`config.mk`:
```
export PLATFORM = sky130hd
export DESIGN_NAME = dpc_frontend_top
export DESIGN_NICKNAME = d
export VERILOG_FILES = /design/src/source/rv_inst_pkg.sv /design/src/source/dpc_trace_pkg.sv /design/src/source/inst_predecoder.sv /design/src/source/inst_queue.sv /design/src/source/dpc_monitor.sv /design/src/source/issue_stage.sv /design/src/source/dpc_frontend_top.sv
export VERILOG_INCLUDE_DIRS = /design/src /design/src/source
export SDC_FILE = /design/constraint.sdc
export NUM_CORES = 1
export LEC_CHECK = 0
export ABC_AREA = 0
export BUFFER_PORTS_ARGS = -buffer_cell sky130_fd_sc_hd__buf_2
export CELL_PAD_IN_SITES_DETAIL_PLACEMENT = 0
export CELL_PAD_IN_SITES_GLOBAL_PLACEMENT = 1
export CORE_MARGIN = 3
export CORE_UTILIZATION = 25
export CTS_CLUSTER_DIAMETER = 60
export DETAILED_ROUTE_END_ITERATION = 12
export PLACE_DENSITY = 0.53
export SLEW_MARGIN = 30
export SYNTH_ARGS = -nofsm -noshare
export SYNTH_HDL_FRONTEND = slang
export SYNTH_SLANG_ARGS = --single-unit
```
`constraint.sdc`:
```
create_clock -name clk -period 4.4 [get_ports clk]
set_input_delay 1.1 -clock clk [delete_from_list [all_inputs] [get_ports clk]]
set_output_delay 1.1 -clock clk [all_outputs]
set_load 0.02 [all_outputs]
```
`src/source/dpc_config.svh`:
```
`ifndef DPC_CONFIG_SVH
`define DPC_CONFIG_SVH

// entries in the dependency tracking table
`define DPC_TRACE_N 4

// id width, must cover more ids than instructions in flight
`define DPC_ID_WIDTH 4

`define DPC_IFQ_DEPTH 4 // instruction queue slots

// 1: short producers are bypassed instead of stalling decode
`define DPC_BYPASS_EN 1

`endif

```
`src/source/rv_inst_pkg.sv`:
```
package rv_inst_pkg;

	typedef logic [31:0] inst_word_t;
	typedef logic [4:0] reg_idx_t;

	// coarse opcode classes, load and muldiv are the long ones
	typedef enum logic [2:0] {
		op_alu,
		op_load,
		op_store,
		op_branch,
		op_muldiv,
		op_system
	} op_class_t;

	// major opcodes of rv32im
	localparam logic [6:0] opc_load = 7'b0000011;
	localparam logic [6:0] opc_misc_mem = 7'b0001111;
	localparam logic [6:0] opc_op_imm = 7'b0010011;
	localparam logic [6:0] opc_auipc = 7'b0010111;
	localparam logic [6:0] opc_store = 7'b0100011;
	localparam logic [6:0] opc_op = 7'b0110011;
	localparam logic [6:0] opc_lui = 7'b0110111;
	localparam logic [6:0] opc_branch = 7'b1100011;
	localparam logic [6:0] opc_jalr = 7'b1100111;
	localparam logic [6:0] opc_jal = 7'b1101111;
	localparam logic [6:0] opc_system = 7'b1110011;

endpackage

```
`src/source/dpc_trace_pkg.sv`:
```
`include "dpc_config.svh"

package dpc_trace_pkg;

	typedef logic [`DPC_ID_WIDTH-1:0] inst_id_t;

	// one-hot life cycle of a tracked instruction
	typedef enum logic [3:0] {
		stage_free = 4'b0001,
		stage_in_queue = 4'b0010,
		stage_in_dispatch = 4'b0100,
		stage_executing = 4'b1000
	} life_stage_t;

	// what the instruction queue holds per slot
	typedef struct packed {
		rv_inst_pkg::inst_word_t inst;
		inst_id_t id;
	} ifq_entry_t;

endpackage

```
`src/source/inst_predecoder.sv`:
```
`timescale 1ns/10ps

module inst_predecoder (
	input rv_inst_pkg::inst_word_t inst_i,
	output rv_inst_pkg::reg_idx_t rd_o,
	output rv_inst_pkg::reg_idx_t rs1_o,
	output rv_inst_pkg::reg_idx_t rs2_o,
	output logic rd_vld_o,
	output logic is_long_o
);

	logic [6:0] opc;
	rv_inst_pkg::op_class_t cls;
	logic use_rs1;
	logic use_rs2;

	assign opc = inst_i[6:0];

	always_comb
	begin
		cls = rv_inst_pkg::op_system; // fence, ecall and unknown words
		rd_vld_o = 1'b0;
		use_rs1 = 1'b0;
		use_rs2 = 1'b0;
		case (opc)
			rv_inst_pkg::opc_op:
			begin
				cls = (inst_i[31:25] == 7'b0000001) ? rv_inst_pkg::op_muldiv : rv_inst_pkg::op_alu;
				rd_vld_o = 1'b1;
				use_rs1 = 1'b1;
				use_rs2 = 1'b1;
			end
			rv_inst_pkg::opc_op_imm:
			begin
				cls = rv_inst_pkg::op_alu;
				rd_vld_o = 1'b1;
				use_rs1 = 1'b1;
			end
			rv_inst_pkg::opc_lui, rv_inst_pkg::opc_auipc:
			begin
				cls = rv_inst_pkg::op_alu;
				rd_vld_o = 1'b1; // no source register in u-type
			end
			rv_inst_pkg::opc_load:
			begin
				cls = rv_inst_pkg::op_load;
				rd_vld_o = 1'b1;
				use_rs1 = 1'b1;
			end
			rv_inst_pkg::opc_store:
			begin
				cls = rv_inst_pkg::op_store;
				use_rs1 = 1'b1;
				use_rs2 = 1'b1;
			end
			rv_inst_pkg::opc_branch:
			begin
				cls = rv_inst_pkg::op_branch;
				use_rs1 = 1'b1;
				use_rs2 = 1'b1;
			end
			rv_inst_pkg::opc_jal:
			begin
				cls = rv_inst_pkg::op_branch;
				rd_vld_o = 1'b1; // link register
			end
			rv_inst_pkg::opc_jalr:
			begin
				cls = rv_inst_pkg::op_branch;
				rd_vld_o = 1'b1;
				use_rs1 = 1'b1;
			end
			rv_inst_pkg::opc_system:
			begin
				// csr access writes rd, register forms also read rs1
				rd_vld_o = (inst_i[14:12] != 3'b000);
				use_rs1 = (inst_i[14:12] != 3'b000) && !inst_i[14];
			end
			default:
			begin
				cls = rv_inst_pkg::op_system;
			end
		endcase
	end

	assign rd_o = inst_i[11:7];
	assign rs1_o = use_rs1 ? inst_i[19:15] : '0; // x0 never causes a hazard
	assign rs2_o = use_rs2 ? inst_i[24:20] : '0;
	assign is_long_o = (cls == rv_inst_pkg::op_load) || (cls == rv_inst_pkg::op_muldiv);

endmodule

```
`src/source/inst_queue.sv`:
```
`timescale 1ns/10ps

module inst_queue #(
	parameter int DEPTH = 4
) (
	input logic clk,
	input logic resetn,
	input logic flush_i,
	input logic push_i,
	input dpc_trace_pkg::ifq_entry_t push_data_i,
	input logic pop_i,
	output dpc_trace_pkg::ifq_entry_t head_o,
	output logic empty_o,
	output logic full_o
);

	localparam int ptr_w = (DEPTH > 1) ? $clog2(DEPTH) : 1;
	localparam int cnt_w = $clog2(DEPTH + 1);

	dpc_trace_pkg::ifq_entry_t mem [DEPTH];
	logic [ptr_w-1:0] wr_ptr;
	logic [ptr_w-1:0] rd_ptr;
	logic [cnt_w-1:0] count;
	logic do_push;
	logic do_pop;

	assign empty_o = (count == '0);
	assign full_o = (count == cnt_w'(DEPTH));
	assign do_push = push_i && !full_o;
	assign do_pop = pop_i && !empty_o;
	assign head_o = mem[rd_ptr];

	always_ff @(posedge clk or negedge resetn)
	begin
		if (!resetn)
		begin
			wr_ptr <= '0;
			rd_ptr <= '0;
			count <= '0;
		end
		else if (flush_i)
		begin
			wr_ptr <= '0; // drops pending push and pop too
			rd_ptr <= '0;
			count <= '0;
		end
		else
		begin
			if (do_push)
				wr_ptr <= (wr_ptr == ptr_w'(DEPTH - 1)) ? '0 : wr_ptr + 1'b1;
			if (do_pop)
				rd_ptr <= (rd_ptr == ptr_w'(DEPTH - 1)) ? '0 : rd_ptr + 1'b1;
			if (do_push && !do_pop)
				count <= count + 1'b1;
			else if (do_pop && !do_push)
				count <= count - 1'b1;
		end
	end

	always_ff @(posedge clk)
	begin
		if (do_push && !flush_i)
			mem[wr_ptr] <= push_data_i;
	end

endmodule

```
`src/source/dpc_monitor.sv`:
```
`timescale 1ns/10ps

`include "dpc_config.svh"

module dpc_monitor #(
	parameter int TRACE_N = 4,
	parameter int ID_WIDTH = 4
) (
	input logic clk,
	input logic resetn,
	input logic flush_i,
	output logic table_full_o,

	// instruction enters the queue
	input rv_inst_pkg::inst_word_t enter_inst_i,
	input rv_inst_pkg::reg_idx_t enter_rd_i,
	input logic enter_rd_vld_i,
	input logic enter_is_long_i,
	input logic [ID_WIDTH-1:0] enter_id_i,
	input logic enter_valid_i,

	// life cycle events
	input logic [ID_WIDTH-1:0] dcd_id_i,
	input logic dcd_valid_i,
	input logic [ID_WIDTH-1:0] dsptc_id_i,
	input logic dsptc_valid_i,
	input logic [ID_WIDTH-1:0] retire_id_i,
	input logic retire_valid_i,

	// hazard checks
	input rv_inst_pkg::reg_idx_t dcd_rs1_i,
	input rv_inst_pkg::reg_idx_t dcd_rs2_i,
	output logic dcd_rs1_raw_o,
	output logic dcd_rs2_raw_o,
	input rv_inst_pkg::reg_idx_t dsptc_rd_i,
	output logic dsptc_rd_waw_o,
	output logic bypass_rs1_o,
	output logic bypass_rs2_o
);

	localparam bit bypass_en = (`DPC_BYPASS_EN != 0);

	// per entry record
	typedef struct packed {
		rv_inst_pkg::reg_idx_t rd;
		logic is_long;
		logic [ID_WIDTH-1:0] id;
	} trace_rec_t;

	dpc_trace_pkg::life_stage_t stage [TRACE_N];
	trace_rec_t rec [TRACE_N];

	logic [TRACE_N-1:0] free_vec;
	logic [TRACE_N-1:0] grant_vec;
	logic [TRACE_N-1:0] dcd_hit;
	logic [TRACE_N-1:0] dsp_hit;
	logic [TRACE_N-1:0] ret_hit;
	logic [TRACE_N-1:0] live_vec;
	logic [TRACE_N-1:0] rs1_raw_vec;
	logic [TRACE_N-1:0] rs2_raw_vec;
	logic [TRACE_N-1:0] rs1_bp_vec;
	logic [TRACE_N-1:0] rs2_bp_vec;
	logic [TRACE_N-1:0] waw_vec;
	logic free_seen;

	always_comb
	begin
		free_seen = 1'b0;
		for (int i = 0; i < TRACE_N; i++)
		begin
			free_vec[i] = (stage[i] == dpc_trace_pkg::stage_free);
			grant_vec[i] = free_vec[i] && !free_seen; // lowest free entry wins
			free_seen = free_seen || free_vec[i];

			dcd_hit[i] = dcd_valid_i && (rec[i].id == dcd_id_i);
			dsp_hit[i] = dsptc_valid_i && (rec[i].id == dsptc_id_i);
			ret_hit[i] = retire_valid_i && (rec[i].id == retire_id_i);

			// producer already past decode with a real destination
			live_vec[i] = ((stage[i] == dpc_trace_pkg::stage_in_dispatch) ||
				(stage[i] == dpc_trace_pkg::stage_executing)) && (rec[i].rd != '0);

			rs1_raw_vec[i] = live_vec[i] && (rec[i].rd == dcd_rs1_i) &&
				(rec[i].is_long || !bypass_en);
			rs2_raw_vec[i] = live_vec[i] && (rec[i].rd == dcd_rs2_i) &&
				(rec[i].is_long || !bypass_en);
			rs1_bp_vec[i] = live_vec[i] && (rec[i].rd == dcd_rs1_i) &&
				!rec[i].is_long && bypass_en;
			rs2_bp_vec[i] = live_vec[i] && (rec[i].rd == dcd_rs2_i) &&
				!rec[i].is_long && bypass_en;

			// only long instructions in execution can still write late
			waw_vec[i] = (stage[i] == dpc_trace_pkg::stage_executing) && rec[i].is_long &&
				(rec[i].rd != '0) && (rec[i].rd == dsptc_rd_i);
		end
	end

	assign table_full_o = ~|free_vec;
	assign dcd_rs1_raw_o = |rs1_raw_vec;
	assign dcd_rs2_raw_o = |rs2_raw_vec;
	assign bypass_rs1_o = |rs1_bp_vec;
	assign bypass_rs2_o = |rs2_bp_vec;
	assign dsptc_rd_waw_o = |waw_vec;

	always_ff @(posedge clk or negedge resetn)
	begin
		if (!resetn)
		begin
			for (int i = 0; i < TRACE_N; i++)
				stage[i] <= dpc_trace_pkg::stage_free;
		end
		else
		begin
			for (int i = 0; i < TRACE_N; i++)
			begin
				// flush spares executing entries and one dispatching right now
				if (flush_i && (stage[i] != dpc_trace_pkg::stage_executing) &&
					!((stage[i] == dpc_trace_pkg::stage_in_dispatch) && dsp_hit[i]))
					stage[i] <= dpc_trace_pkg::stage_free;
				else
				begin
					case (stage[i])
						dpc_trace_pkg::stage_free:
							if (enter_valid_i && grant_vec[i])
								stage[i] <= dpc_trace_pkg::stage_in_queue;
						dpc_trace_pkg::stage_in_queue:
							if (dcd_hit[i])
								stage[i] <= dpc_trace_pkg::stage_in_dispatch;
						dpc_trace_pkg::stage_in_dispatch:
							if (dsp_hit[i])
								stage[i] <= ret_hit[i] ? dpc_trace_pkg::stage_free :
									dpc_trace_pkg::stage_executing;
						dpc_trace_pkg::stage_executing:
							if (ret_hit[i])
								stage[i] <= dpc_trace_pkg::stage_free;
						default:
							stage[i] <= dpc_trace_pkg::stage_free;
					endcase
				end
			end
		end
	end

	always_ff @(posedge clk)
	begin
		for (int i = 0; i < TRACE_N; i++)
		begin
			if (free_vec[i] && grant_vec[i] && enter_valid_i)
			begin
				rec[i].rd <= enter_rd_vld_i ? enter_rd_i : '0; // no write means x0
				rec[i].is_long <= enter_is_long_i;
				rec[i].id <= enter_id_i;
			end
		end
	end

endmodule

```
`src/source/issue_stage.sv`:
```
`timescale 1ns/10ps

module issue_stage (
	input logic clk,
	input logic resetn,
	input logic flush_i,

	input logic fetch_valid_i,
	input rv_inst_pkg::inst_word_t fetch_inst_i,
	output logic fetch_ready_o,

	// instruction queue
	output logic queue_push_o,
	output dpc_trace_pkg::ifq_entry_t queue_push_data_o,
	output logic queue_pop_o,
	input dpc_trace_pkg::ifq_entry_t queue_head_i,
	input logic queue_empty_i,
	input logic queue_full_i,

	// dependency tracker
	input logic table_full_i,
	output rv_inst_pkg::inst_word_t enter_inst_o,
	output rv_inst_pkg::reg_idx_t enter_rd_o,
	output logic enter_rd_vld_o,
	output logic enter_is_long_o,
	output dpc_trace_pkg::inst_id_t enter_id_o,
	output logic enter_valid_o,
	output dpc_trace_pkg::inst_id_t dcd_id_o,
	output logic dcd_valid_o,
	output dpc_trace_pkg::inst_id_t dsptc_id_o,
	output logic dsptc_valid_o,
	output dpc_trace_pkg::inst_id_t retire_id_o,
	output logic retire_valid_o,
	output rv_inst_pkg::reg_idx_t dcd_rs1_o,
	output rv_inst_pkg::reg_idx_t dcd_rs2_o,
	input logic dcd_rs1_raw_i,
	input logic dcd_rs2_raw_i,
	output rv_inst_pkg::reg_idx_t dsptc_rd_o,
	input logic dsptc_rd_waw_i,
	input logic bypass_rs1_i,
	input logic bypass_rs2_i,

	input logic exec_ready_i,
	input logic long_done_valid_i,
	input dpc_trace_pkg::inst_id_t long_done_id_i,

	output logic dispatch_valid_o,
	output rv_inst_pkg::inst_word_t dispatch_inst_o,
	output dpc_trace_pkg::inst_id_t dispatch_id_o,
	output logic dispatch_bypass_rs1_o,
	output logic dispatch_bypass_rs2_o
);

	dpc_trace_pkg::inst_id_t id_cnt;
	logic accept;
	logic decode;
	logic dsp_fire;

	rv_inst_pkg::reg_idx_t head_rd;
	logic head_rd_vld;
	logic head_is_long;

	// dispatch register
	logic dsp_valid;
	dpc_trace_pkg::ifq_entry_t dsp_entry;
	rv_inst_pkg::reg_idx_t dsp_rd;
	logic dsp_is_long;

	inst_predecoder u_fetch_predec (
		.inst_i(fetch_inst_i),
		.rd_o(enter_rd_o),
		.rs1_o(),
		.rs2_o(),
		.rd_vld_o(enter_rd_vld_o),
		.is_long_o(enter_is_long_o)
	);

	inst_predecoder u_head_predec (
		.inst_i(queue_head_i.inst),
		.rd_o(head_rd),
		.rs1_o(dcd_rs1_o),
		.rs2_o(dcd_rs2_o),
		.rd_vld_o(head_rd_vld),
		.is_long_o(head_is_long)
	);

	assign fetch_ready_o = !queue_full_i && !table_full_i && !flush_i;
	assign accept = fetch_valid_i && fetch_ready_o;

	assign queue_push_o = accept;
	assign queue_push_data_o = '{inst: fetch_inst_i, id: id_cnt};
	assign enter_valid_o = accept;
	assign enter_inst_o = fetch_inst_i;
	assign enter_id_o = id_cnt;

	// short ones need the retire port in the same cycle
	assign dsp_fire = dsp_valid && exec_ready_i && !dsptc_rd_waw_i &&
		(dsp_is_long || !long_done_valid_i);
	assign decode = !queue_empty_i && (!dsp_valid || dsp_fire) &&
		!dcd_rs1_raw_i && !dcd_rs2_raw_i && !flush_i;

	assign queue_pop_o = decode;
	assign dcd_valid_o = decode;
	assign dcd_id_o = queue_head_i.id;

	assign dsptc_valid_o = dsp_fire;
	assign dsptc_id_o = dsp_entry.id;
	assign dsptc_rd_o = dsp_rd;

	// long completion first
	assign retire_valid_o = long_done_valid_i || (dsp_fire && !dsp_is_long);
	assign retire_id_o = long_done_valid_i ? long_done_id_i : dsp_entry.id;

	assign dispatch_valid_o = dsp_fire;
	assign dispatch_inst_o = dsp_entry.inst;
	assign dispatch_id_o = dsp_entry.id;

	always_ff @(posedge clk or negedge resetn)
	begin
		if (!resetn)
			id_cnt <= '0;
		else if (accept)
			id_cnt <= id_cnt + 1'b1; // wraps, ids in flight stay unique
	end

	always_ff @(posedge clk or negedge resetn)
	begin
		if (!resetn)
		begin
			dsp_valid <= 1'b0;
			dispatch_bypass_rs1_o <= 1'b0;
			dispatch_bypass_rs2_o <= 1'b0;
		end
		else if (flush_i)
		begin
			dsp_valid <= 1'b0;
			dispatch_bypass_rs1_o <= 1'b0;
			dispatch_bypass_rs2_o <= 1'b0;
		end
		else if (decode)
		begin
			dsp_valid <= 1'b1;
			dispatch_bypass_rs1_o <= bypass_rs1_i;
			dispatch_bypass_rs2_o <= bypass_rs2_i;
		end
		else if (dsp_fire)
			dsp_valid <= 1'b0;
	end

	always_ff @(posedge clk)
	begin
		if (decode)
		begin
			dsp_entry <= queue_head_i;
			dsp_rd <= head_rd_vld ? head_rd : '0;
			dsp_is_long <= head_is_long;
		end
	end

endmodule

```
`src/source/dpc_frontend_top.sv`:
```
`timescale 1ns/10ps

`include "dpc_config.svh"

module dpc_frontend_top (
	input logic clk,
	input logic resetn,
	input logic flush_i,
	input logic fetch_valid_i,
	input rv_inst_pkg::inst_word_t fetch_inst_i,
	output logic fetch_ready_o,
	input logic exec_ready_i,
	input logic long_done_valid_i,
	input dpc_trace_pkg::inst_id_t long_done_id_i,
	output logic dispatch_valid_o,
	output rv_inst_pkg::inst_word_t dispatch_inst_o,
	output dpc_trace_pkg::inst_id_t dispatch_id_o,
	output logic dispatch_bypass_rs1_o,
	output logic dispatch_bypass_rs2_o
);

	// queue side
	logic queue_push;
	dpc_trace_pkg::ifq_entry_t queue_push_data;
	logic queue_pop;
	dpc_trace_pkg::ifq_entry_t queue_head;
	logic queue_empty;
	logic queue_full;

	// tracker side
	logic table_full;
	rv_inst_pkg::inst_word_t enter_inst;
	rv_inst_pkg::reg_idx_t enter_rd;
	logic enter_rd_vld;
	logic enter_is_long;
	dpc_trace_pkg::inst_id_t enter_id;
	logic enter_valid;
	dpc_trace_pkg::inst_id_t dcd_id;
	logic dcd_valid;
	dpc_trace_pkg::inst_id_t dsptc_id;
	logic dsptc_valid;
	dpc_trace_pkg::inst_id_t retire_id;
	logic retire_valid;
	rv_inst_pkg::reg_idx_t dcd_rs1;
	rv_inst_pkg::reg_idx_t dcd_rs2;
	logic dcd_rs1_raw;
	logic dcd_rs2_raw;
	rv_inst_pkg::reg_idx_t dsptc_rd;
	logic dsptc_rd_waw;
	logic bypass_rs1;
	logic bypass_rs2;

	inst_queue #(
		.DEPTH(`DPC_IFQ_DEPTH)
	) u_queue (
		.clk(clk),
		.resetn(resetn),
		.flush_i(flush_i),
		.push_i(queue_push),
		.push_data_i(queue_push_data),
		.pop_i(queue_pop),
		.head_o(queue_head),
		.empty_o(queue_empty),
		.full_o(queue_full)
	);

	dpc_monitor #(
		.TRACE_N(`DPC_TRACE_N),
		.ID_WIDTH(`DPC_ID_WIDTH)
	) u_monitor (
		.clk(clk),
		.resetn(resetn),
		.flush_i(flush_i),
		.table_full_o(table_full),
		.enter_inst_i(enter_inst),
		.enter_rd_i(enter_rd),
		.enter_rd_vld_i(enter_rd_vld),
		.enter_is_long_i(enter_is_long),
		.enter_id_i(enter_id),
		.enter_valid_i(enter_valid),
		.dcd_id_i(dcd_id),
		.dcd_valid_i(dcd_valid),
		.dsptc_id_i(dsptc_id),
		.dsptc_valid_i(dsptc_valid),
		.retire_id_i(retire_id),
		.retire_valid_i(retire_valid),
		.dcd_rs1_i(dcd_rs1),
		.dcd_rs2_i(dcd_rs2),
		.dcd_rs1_raw_o(dcd_rs1_raw),
		.dcd_rs2_raw_o(dcd_rs2_raw),
		.dsptc_rd_i(dsptc_rd),
		.dsptc_rd_waw_o(dsptc_rd_waw),
		.bypass_rs1_o(bypass_rs1),
		.bypass_rs2_o(bypass_rs2)
	);

	issue_stage u_issue (
		.clk(clk),
		.resetn(resetn),
		.flush_i(flush_i),
		.fetch_valid_i(fetch_valid_i),
		.fetch_inst_i(fetch_inst_i),
		.fetch_ready_o(fetch_ready_o),
		.queue_push_o(queue_push),
		.queue_push_data_o(queue_push_data),
		.queue_pop_o(queue_pop),
		.queue_head_i(queue_head),
		.queue_empty_i(queue_empty),
		.queue_full_i(queue_full),
		.table_full_i(table_full),
		.enter_inst_o(enter_inst),
		.enter_rd_o(enter_rd),
		.enter_rd_vld_o(enter_rd_vld),
		.enter_is_long_o(enter_is_long),
		.enter_id_o(enter_id),
		.enter_valid_o(enter_valid),
		.dcd_id_o(dcd_id),
		.dcd_valid_o(dcd_valid),
		.dsptc_id_o(dsptc_id),
		.dsptc_valid_o(dsptc_valid),
		.retire_id_o(retire_id),
		.retire_valid_o(retire_valid),
		.dcd_rs1_o(dcd_rs1),
		.dcd_rs2_o(dcd_rs2),
		.dcd_rs1_raw_i(dcd_rs1_raw),
		.dcd_rs2_raw_i(dcd_rs2_raw),
		.dsptc_rd_o(dsptc_rd),
		.dsptc_rd_waw_i(dsptc_rd_waw),
		.bypass_rs1_i(bypass_rs1),
		.bypass_rs2_i(bypass_rs2),
		.exec_ready_i(exec_ready_i),
		.long_done_valid_i(long_done_valid_i),
		.long_done_id_i(long_done_id_i),
		.dispatch_valid_o(dispatch_valid_o),
		.dispatch_inst_o(dispatch_inst_o),
		.dispatch_id_o(dispatch_id_o),
		.dispatch_bypass_rs1_o(dispatch_bypass_rs1_o),
		.dispatch_bypass_rs2_o(dispatch_bypass_rs2_o)
	);

endmodule

```
; ---- After elaboration in Yosys (flattened, before gate mapping)
; Memories as Yosys holds them, arrays and structs flattened.
; Cells that the tools add are included.
[word_totals]
regBits = 72
ramBits = 184
in_bits = 42
word_cells = 347
memories = 2
[op_classes]
add_sub_neg = 5
eq_ne = 89
n_mux = 75
reduce_logical = 161
[memory_table]
columns = name, words, width, rd, rd_clocked_by_memory_dff, write_ports, line_no
row1 = u_queue.mem, 4, 36, 1, 0, 1, inst_queue.sv:20  ; dpc_trace_pkg::ifq_entry_t mem [DEPTH];
row2 = u_monitor.rec, 4, 10, 4, 0, 1, dpc_monitor.sv:51  ; trace_rec_t rec [TRACE_N];
[op_table]
columns = cell, count
row1 = $mux 4, 25
row2 = $logic_and 1x1->1, 94
row3 = $pmux 4 s4, 4
row4 = $eq 5x5->1, 12
row5 = $eq 7x7->1 const B, 8
row6 = $eq 4x4->1, 12
row7 = $eq 7x6->1 const B, 6
row8 = $mux 10, 3
row9 = $pmux 3 s5, 2
row10 = $reduce_or 10->1, 3
row11 = $eq 7x5->1 const B, 4
row12 = $ne 3x2->1 const B, 8
row13 = $reduce_or 4->1, 6
row14 = $logic_not 1->1, 23
row15 = $mux 1, 21
row16 = $reduce_bool 5->1, 4
row17 = $mux 2, 9
row18 = $eq 4x1->1 const B, 4
row19 = $eq 4x2->1 const B, 4
row20 = $eq 4x3->1 const B, 4
row21 = $eq 4x4->1 const B, 4
row22 = $ne 4x4->1 const B, 4
row23 = $reduce_and 4->1, 4
row24 = $mux 3, 5
row25 = other kinds (20), 57

; ---- Longest topological paths before layout
[depth]
depth_word = 18
ltp_mapped = 20

; ---- Hierarchy
; A second synthesis with hierarchy kept.
[unflattened]
hier_cells = 854
area_unflattened_um2 = 12284.3
[modules_own_cells]
columns = module, instances, cells_each, area_each_um2, seq_area_each_um2
row1 = inst_queue, 1, 249, 5761.8, 4499.3
row2 = dpc_monitor, 1, 360, 3662.3, 1606.5
row3 = issue_stage, 1, 163, 2327.2, 1436.4
row4 = inst_predecoder, 2, 41, 266.5, 0.0

; ---- Least setup slack after synthesis
; Ideal clock, no wire load.
[synth_path]
path_kind = input port to flip-flop
startpoint = in long_done_valid_i
endpoint = reg u_queue.count[2]
setup_time_ns = 0.068
t_arrival_ns = 4.944
setup_slack_ns = -0.612
cell_stages = 17
path_cell_list = clkbuf_1 inv_1 o211ai_1 a31oi_1 or4b_1 clkbuf_1 a211oi_1 o2111ai_1 a221oi_1 nand3_1 buf_6 buf_6 inv_2 nor2_1 fa_1 or4b_2 nand3_1
[synth_via]
elab_chain_cells = 13
elab_cells_between_ends = 15
[synth_rtl]
columns = item, line_no
row1 = start: declaration, dpc_frontend_top.sv:13  ; input logic long_done_valid_i,
row2 = $logic_not 1->1 (*), issue_stage.sv:98  ; (dsp_is_long || !long_done_valid_i);
row3 = $logic_or 1x1->1 (*), issue_stage.sv:98
row4 = $logic_and 1x1->1 (*), issue_stage.sv:97  ; assign dsp_fire = dsp_valid && exec_ready_i && !dsptc_rd_waw_i &&
row5 = $logic_or 1x1->1 (*), issue_stage.sv:99  ; assign decode = !queue_empty_i && (!dsp_valid || dsp_fire) &&
row6 = $logic_and 1x1->1 (*) (2 in a row), issue_stage.sv:99
row7 = $logic_and 1x1->1 (*) (2 in a row), issue_stage.sv:100  ; !dcd_rs1_raw_i && !dcd_rs2_raw_i && !flush_i;
row8 = net dcd_valid, dpc_frontend_top.sv:39  ; logic dcd_valid;
row9 = $logic_and 1x1->1 (*), inst_queue.sv:30  ; assign do_pop = pop_i && !empty_o;
row10 = $logic_not 1->1, inst_queue.sv:53  ; if (do_push && !do_pop)
row11 = $logic_and 1x1->1, inst_queue.sv:53
row12 = $mux 3, inst_queue.sv:53
row13 = $mux 3, inst_queue.sv:41  ; else if (flush_i)
row14 = end signal: assignment, inst_queue.sv:54  ; count <= count + 1'b1;
row15 = end signal: assignment, inst_queue.sv:56  ; count <= count - 1'b1;
row16 = end: declaration, inst_queue.sv:23  ; logic [cnt_w-1:0] count;
; The timed path passes the listed nets; every way through them passes the cells marked *.
; A chain may end at the register's enable or synchronous reset.

==> PnR_summary.wiki <==
{| class="wikitable"
! Metric !! Value
|-
| Power, Total || 8.110 mW
|-
| Number of slew-limit violations in the final report || 0
|-
| Final antenna-violating net count || 0
|-
| Count of standard-cell rows || 78
|-
| Synthesized net count || 860
|-
| Highest clock frequency the design can meet || 236.6 MHz
|-
| CTS tree || done
|-
| Area of the die || 49,680 µm²
|-
| Hold Path Depth || 2
|-
| Async set-or-reset flop fraction in the synthesized netlist || 0.1172
|-
| Final setup vio count || 0
|-
| Outcome || finished clean
|-
| Internal power summed over all cells || 5.565 mW
|-
| Area grow syn2layout || 21.71%
|-
| Mean instance size in the synthesized netlist || 14.50 µm²
|-
| CTS clk-pin slew, worst paths || 0.06 ns
|-
| Vias per cell || 4.672
|-
| Worst setup path category || flop to flop
|-
| Post-route cell area || 14,310 µm²
|-
| Maximum fanout encountered on the critical timing path || 7
|-
| Worst relative slew slack || 0.3578
|-
| Reg-to-Reg End || u_queue.count[2]$_DFFE_PN0P_
|-
| Initial cell density of the core || 0.2558
|-
| Worst-Margin Slew || 0.9559 ns
|-
| Maximum count of clock buffers along a single path || 3
|-
| Worst-case hold slack || 0.5300 ns
|-
| Number of enable-type register cells in the synthesized netlist || 226
|-
| Initial DRC count || 402
|-
| Mapped Area || 11,760 µm²
|-
| Total DRC errors in the routed layout || 0
|-
| Share of the synthesized area in the top cell type || 0.5771
|-
| Final global-route overflow total || 0
|-
| Critical path data required time || 4.89 ns
|-
| Layout Cells excl Fill || 1,560
|-
| R2r startpoint || u_queue.rd_ptr[0]$_DFFE_PN0P_
|-
| Max-Cap Viols || 0
|-
| Worst Reg-to-Reg Cells || 16
|-
| CP endpoint kind || flop
|-
| Classification of the worst-slack hold path || flop to flop
|-
| Antenna diodes || 0
|-
| Number of sinks on the clock net || 256
|-
| Post-placement cell count || 1,493
|-
| Initial DRT Pass Iterations || 5
|-
| Chip Height || 222.9 µm
|-
| Startpoint class of the critical path || flop
|-
| I/O pin count || 82
|-
| Final Critical Period || 4.227 ns
|-
| Power dissipated by switching net loads || 2.546 mW
|-
| Placed inst area || 13,110 µm²
|-
| Detailed Place HPWL || 22.75 mm
|-
| Core outline area || 45,970 µm²
|-
| TritonCTS buffer count || 30
|-
| Largest net degree at the start of global routing || 43
|-
| Post-synthesis sequential area ratio || 0.6413
|-
| Areal power density over the cells || 566.6 nW/µm²
|-
| Antenna violations before repair || 2
|-
| Die extent in x || 222.9 µm
|-
| Number of global-route vias before repair || 7,359
|-
| Leak Pwr || 4.872 nW
|-
| Global routing usage summed across all routing layers || 0.1263
|-
| Post-layout nets || 985
|-
| Root Driver || sky130_fd_sc_hd__clkbuf_16
|-
| Clock network fraction of total power || 0.326
|-
| Cell types occupying the most area after synthesis || sky130_fd_sc_hd__edfxtp_1 58%, sky130_fd_sc_hd__mux4_2 6.9%, sky130_fd_sc_hd__xnor2_1 5.9%
|-
| Distinct cell type count of the synthesized netlist || 79
|-
| Post-detailed-route wirelength per cell || 20.55 µm
|-
| Setup repair after global routing missed its margin || false
|-
| Worst reg-to-reg setup slack || 0.17 ns
|-
| Yosys warning total || 0
|-
| Clock latency reported for the late side of the worst-skew pair || 0.56 ns
|-
| Share of total power in combinational logic || 0.267
|-
| Wire length of the first global-routing pass || 48.36 mm
|-
| Detailed-route wire length || 32.05 mm
|-
| Fin. Hold Viols || 0
|-
| Count of state elements after synthesis || 256
|-
| IR drop worst, VDD || 344.4 µV
|-
| Maximum level of the CTS H-tree || 1
|-
| Mapped Cells || 811
|-
| Share of post-route cells with drive strength above 1 || 0.2792
|-
| Cell type with the largest total area after synthesis || sky130_fd_sc_hd__edfxtp_1
|-
| Hold worst-path end || u_issue.dispatch_bypass_rs1_o$_DFFE_PN0P_
|-
| Worst Clk Skew || 0.02098 ns
|-
| Primary FF master, synth || sky130_fd_sc_hd__edfxtp_1
|-
| Start point of the worst min-delay path || u_issue.dispatch_bypass_rs1_o$_DFFE_PN0P_
|-
| IO buf count || 81
|-
| Placer's final routability congestion estimate || 0.8085
|-
| Count of vias placed by the detailed router || 7,289
|-
| Arrival time of data at the critical path endpoint || 4.72 ns
|-
| Part of the power in registers || 0.407
|-
| Final Cycle Share || 0.9608
|-
| Switching share of total power || 0.3139
|}
[area by class of cell]
type	instances	area [µm²]
Clock buffer	31	754.5
Clock inverter	25	319.1
Fill cell	4515	31650
Sequential cell	256	7547
Inverter	19	87.58
Multi-Input combinational cell	488	3961
Timing Repair Buffer	141	893.4
Tap cell	600	750.7
[kinds of logic after synthesis]
logic type | synth area share
adders and majority gates | 0.008086
and+or+nand+nor | 0.1055
muxes | 0.07777
buffers and inverters | 0.02607
AOI/OAI and AO/OA | 0.07192
xor gates and xnor gates | 0.06926
DFF | 0.6413
[Yosys cell counts (4+ instances only)]
cell	count
sky130_fd_sc_hd__and2_1	8
sky130_fd_sc_hd__edfxtp_1	226
sky130_fd_sc_hd__o22ai_1	8
sky130_fd_sc_hd__nand3_1	26
sky130_fd_sc_hd__o211ai_1	4
sky130_fd_sc_hd__and3_1	10
sky130_fd_sc_hd__o21bai_1	5
sky130_fd_sc_hd__mux2i_1	7
sky130_fd_sc_hd__nand3b_1	7
sky130_fd_sc_hd__or2_2	5
sky130_fd_sc_hd__a21oi_1	14
sky130_fd_sc_hd__nor4b_1	6
sky130_fd_sc_hd__nor3_1	15
sky130_fd_sc_hd__buf_2	11
sky130_fd_sc_hd__nor2b_1	24
sky130_fd_sc_hd__xor2_1	14
sky130_fd_sc_hd__buf_6	4
sky130_fd_sc_hd__dfrtp_1	26
sky130_fd_sc_hd__ha_1	6
sky130_fd_sc_hd__a32oi_1	5
sky130_fd_sc_hd__a221oi_1	4
sky130_fd_sc_hd__o31ai_1	9
sky130_fd_sc_hd__o32ai_1	4
sky130_fd_sc_hd__xnor2_1	79
sky130_fd_sc_hd__clkbuf_1	28
sky130_fd_sc_hd__o21ai_0	16
sky130_fd_sc_hd__nor2_1	39
sky130_fd_sc_hd__a31oi_1	14
sky130_fd_sc_hd__inv_1	18
sky130_fd_sc_hd__dfstp_2	4
sky130_fd_sc_hd__nor4_1	11
sky130_fd_sc_hd__nor4bb_1	4
sky130_fd_sc_hd__mux4_2	36
sky130_fd_sc_hd__nand2_1	33
sky130_fd_sc_hd__nand4_1	18
[worst max-delay path: stages, from the launching register on]
cell	delay [ns]
sky130_fd_sc_hd__dfrtp_4	0.48
sky130_fd_sc_hd__buf_12	0.15
sky130_fd_sc_hd__mux4_2	0.43
sky130_fd_sc_hd__or2_1	0.30
sky130_fd_sc_hd__a221o_2	0.48
sky130_fd_sc_hd__buf_4	0.16
sky130_fd_sc_hd__nand3_1	0.07
sky130_fd_sc_hd__a22oi_1	0.10
sky130_fd_sc_hd__nor3b_1	0.18
sky130_fd_sc_hd__a221oi_2	0.28
sky130_fd_sc_hd__nand3_1	0.16
sky130_fd_sc_hd__buf_4	0.21
sky130_fd_sc_hd__inv_16	0.05
sky130_fd_sc_hd__nor2_2	0.03
sky130_fd_sc_hd__fa_2	0.35
sky130_fd_sc_hd__or4b_2	0.64
sky130_fd_sc_hd__nand3_1	0.10
[what timing repair did]
item	CTS	global route
resized for setup	1	7
setup endpoints to repair	1	18
setup buffers	0	11
pin swaps	0	2
hold buffers	0	0
[power groups by stage]
stage,clock [mW],combinational [mW],sequential (mW)
floorplan,0,1.35,3.35
global placement,0,2.10,3.37
detailed placement,0,2.10,3.37
CTS,2.72,2.11,3.32
global route,2.84,2.36,3.34
finish,2.65,2.16,3.30
[sequential cells by signal (all words and copies together) (netlist names)]
register                       flops
u_queue.mem                      144
u_monitor.rec                     40
u_issue.dispatch_inst_o           32
u_monitor.stage                   16
u_issue.dsptc_rd_o                 5
u_issue.dispatch_id_o              4
u_issue.enter_id_o                 4
u_queue.count                      3
u_queue.rd_ptr                     2
u_queue.wr_ptr                     2
u_issue.dispatch_bypass_rs1_o      1
u_issue.dispatch_bypass_rs2_o      1
u_issue.dsp_is_long                1
u_issue.dsp_valid                  1
[per-layer routing]
layer,GRT usage,up-vias,share of wire
met5,0,-,0.00037
met3,0.02184,36,0.046
met1,0.1781,3702,0.46
li1,-,3390,-
met4,0.02153,2,0.013
met2,0.2078,159,0.48
[worst max path at each step]
stage                                   from  slack [ns]  cells after the start                            to
3_5_place_dp               long_done_valid_i       -0.11                     15  u_queue.count[2]$_DFFE_PN0P_
6_report       u_queue.rd_ptr[0]$_DFFE_PN0P_        0.17                     16  u_queue.count[2]$_DFFE_PN0P_
3_3_place_gp               long_done_valid_i       -0.07                     15  u_queue.count[2]$_DFFE_PN0P_
5_1_grt        u_queue.rd_ptr[0]$_DFFE_PN0P_       0.008                     17  u_queue.count[2]$_DFFE_PN0P_
4_1_cts        u_queue.rd_ptr[0]$_DFFE_PN0P_        0.03                     15  u_queue.count[2]$_DFFE_PN0P_
2_1_floorplan              long_done_valid_i       0.009                     17  u_queue.count[2]$_DFFE_PN0P_
[cells in the final DEF (no fill, tap or decap), types with 9 or more instances in the layout]
cell and instances:
sky130_fd_sc_hd__nor3_1 13, sky130_fd_sc_hd__nand3_1 26, sky130_fd_sc_hd__o31ai_1 9, sky130_fd_sc_hd__a31oi_1 14, sky130_fd_sc_hd__nor2b_1 24, sky130_fd_sc_hd__xor2_1 14, sky130_fd_sc_hd__edfxtp_1 226, sky130_fd_sc_hd__o21ai_0 15
sky130_fd_sc_hd__nand2_1 33, sky130_fd_sc_hd__a21oi_1 14, sky130_fd_sc_hd__dfrtp_1 24, sky130_fd_sc_hd__mux4_2 36, sky130_fd_sc_hd__nand4_1 18, sky130_fd_sc_hd__buf_4 56, sky130_fd_sc_hd__nor2_1 38, sky130_fd_sc_hd__inv_1 18
sky130_fd_sc_hd__buf_2 81, sky130_fd_sc_hd__clkbuf_16 30, sky130_fd_sc_hd__xnor2_1 79, sky130_fd_sc_hd__nor4_1 11
[per-stage QoR]
stage | setup TNS, ns | setup slack [ns] | utilization
final | 0 | 0.1727 | 0.3114
after floorplan | 0 | 0.008630 | -
after CTS | 0 | 0.03275 | 0.3087
after detailed placement | -0.1118 | -0.1118 | 0.2853
after global placement | -0.06879 | -0.06879 | 0.2853
after global routing | 0 | 0.008034 | 0.3114
Note: power is estimated with default switching activity, not from simulation.
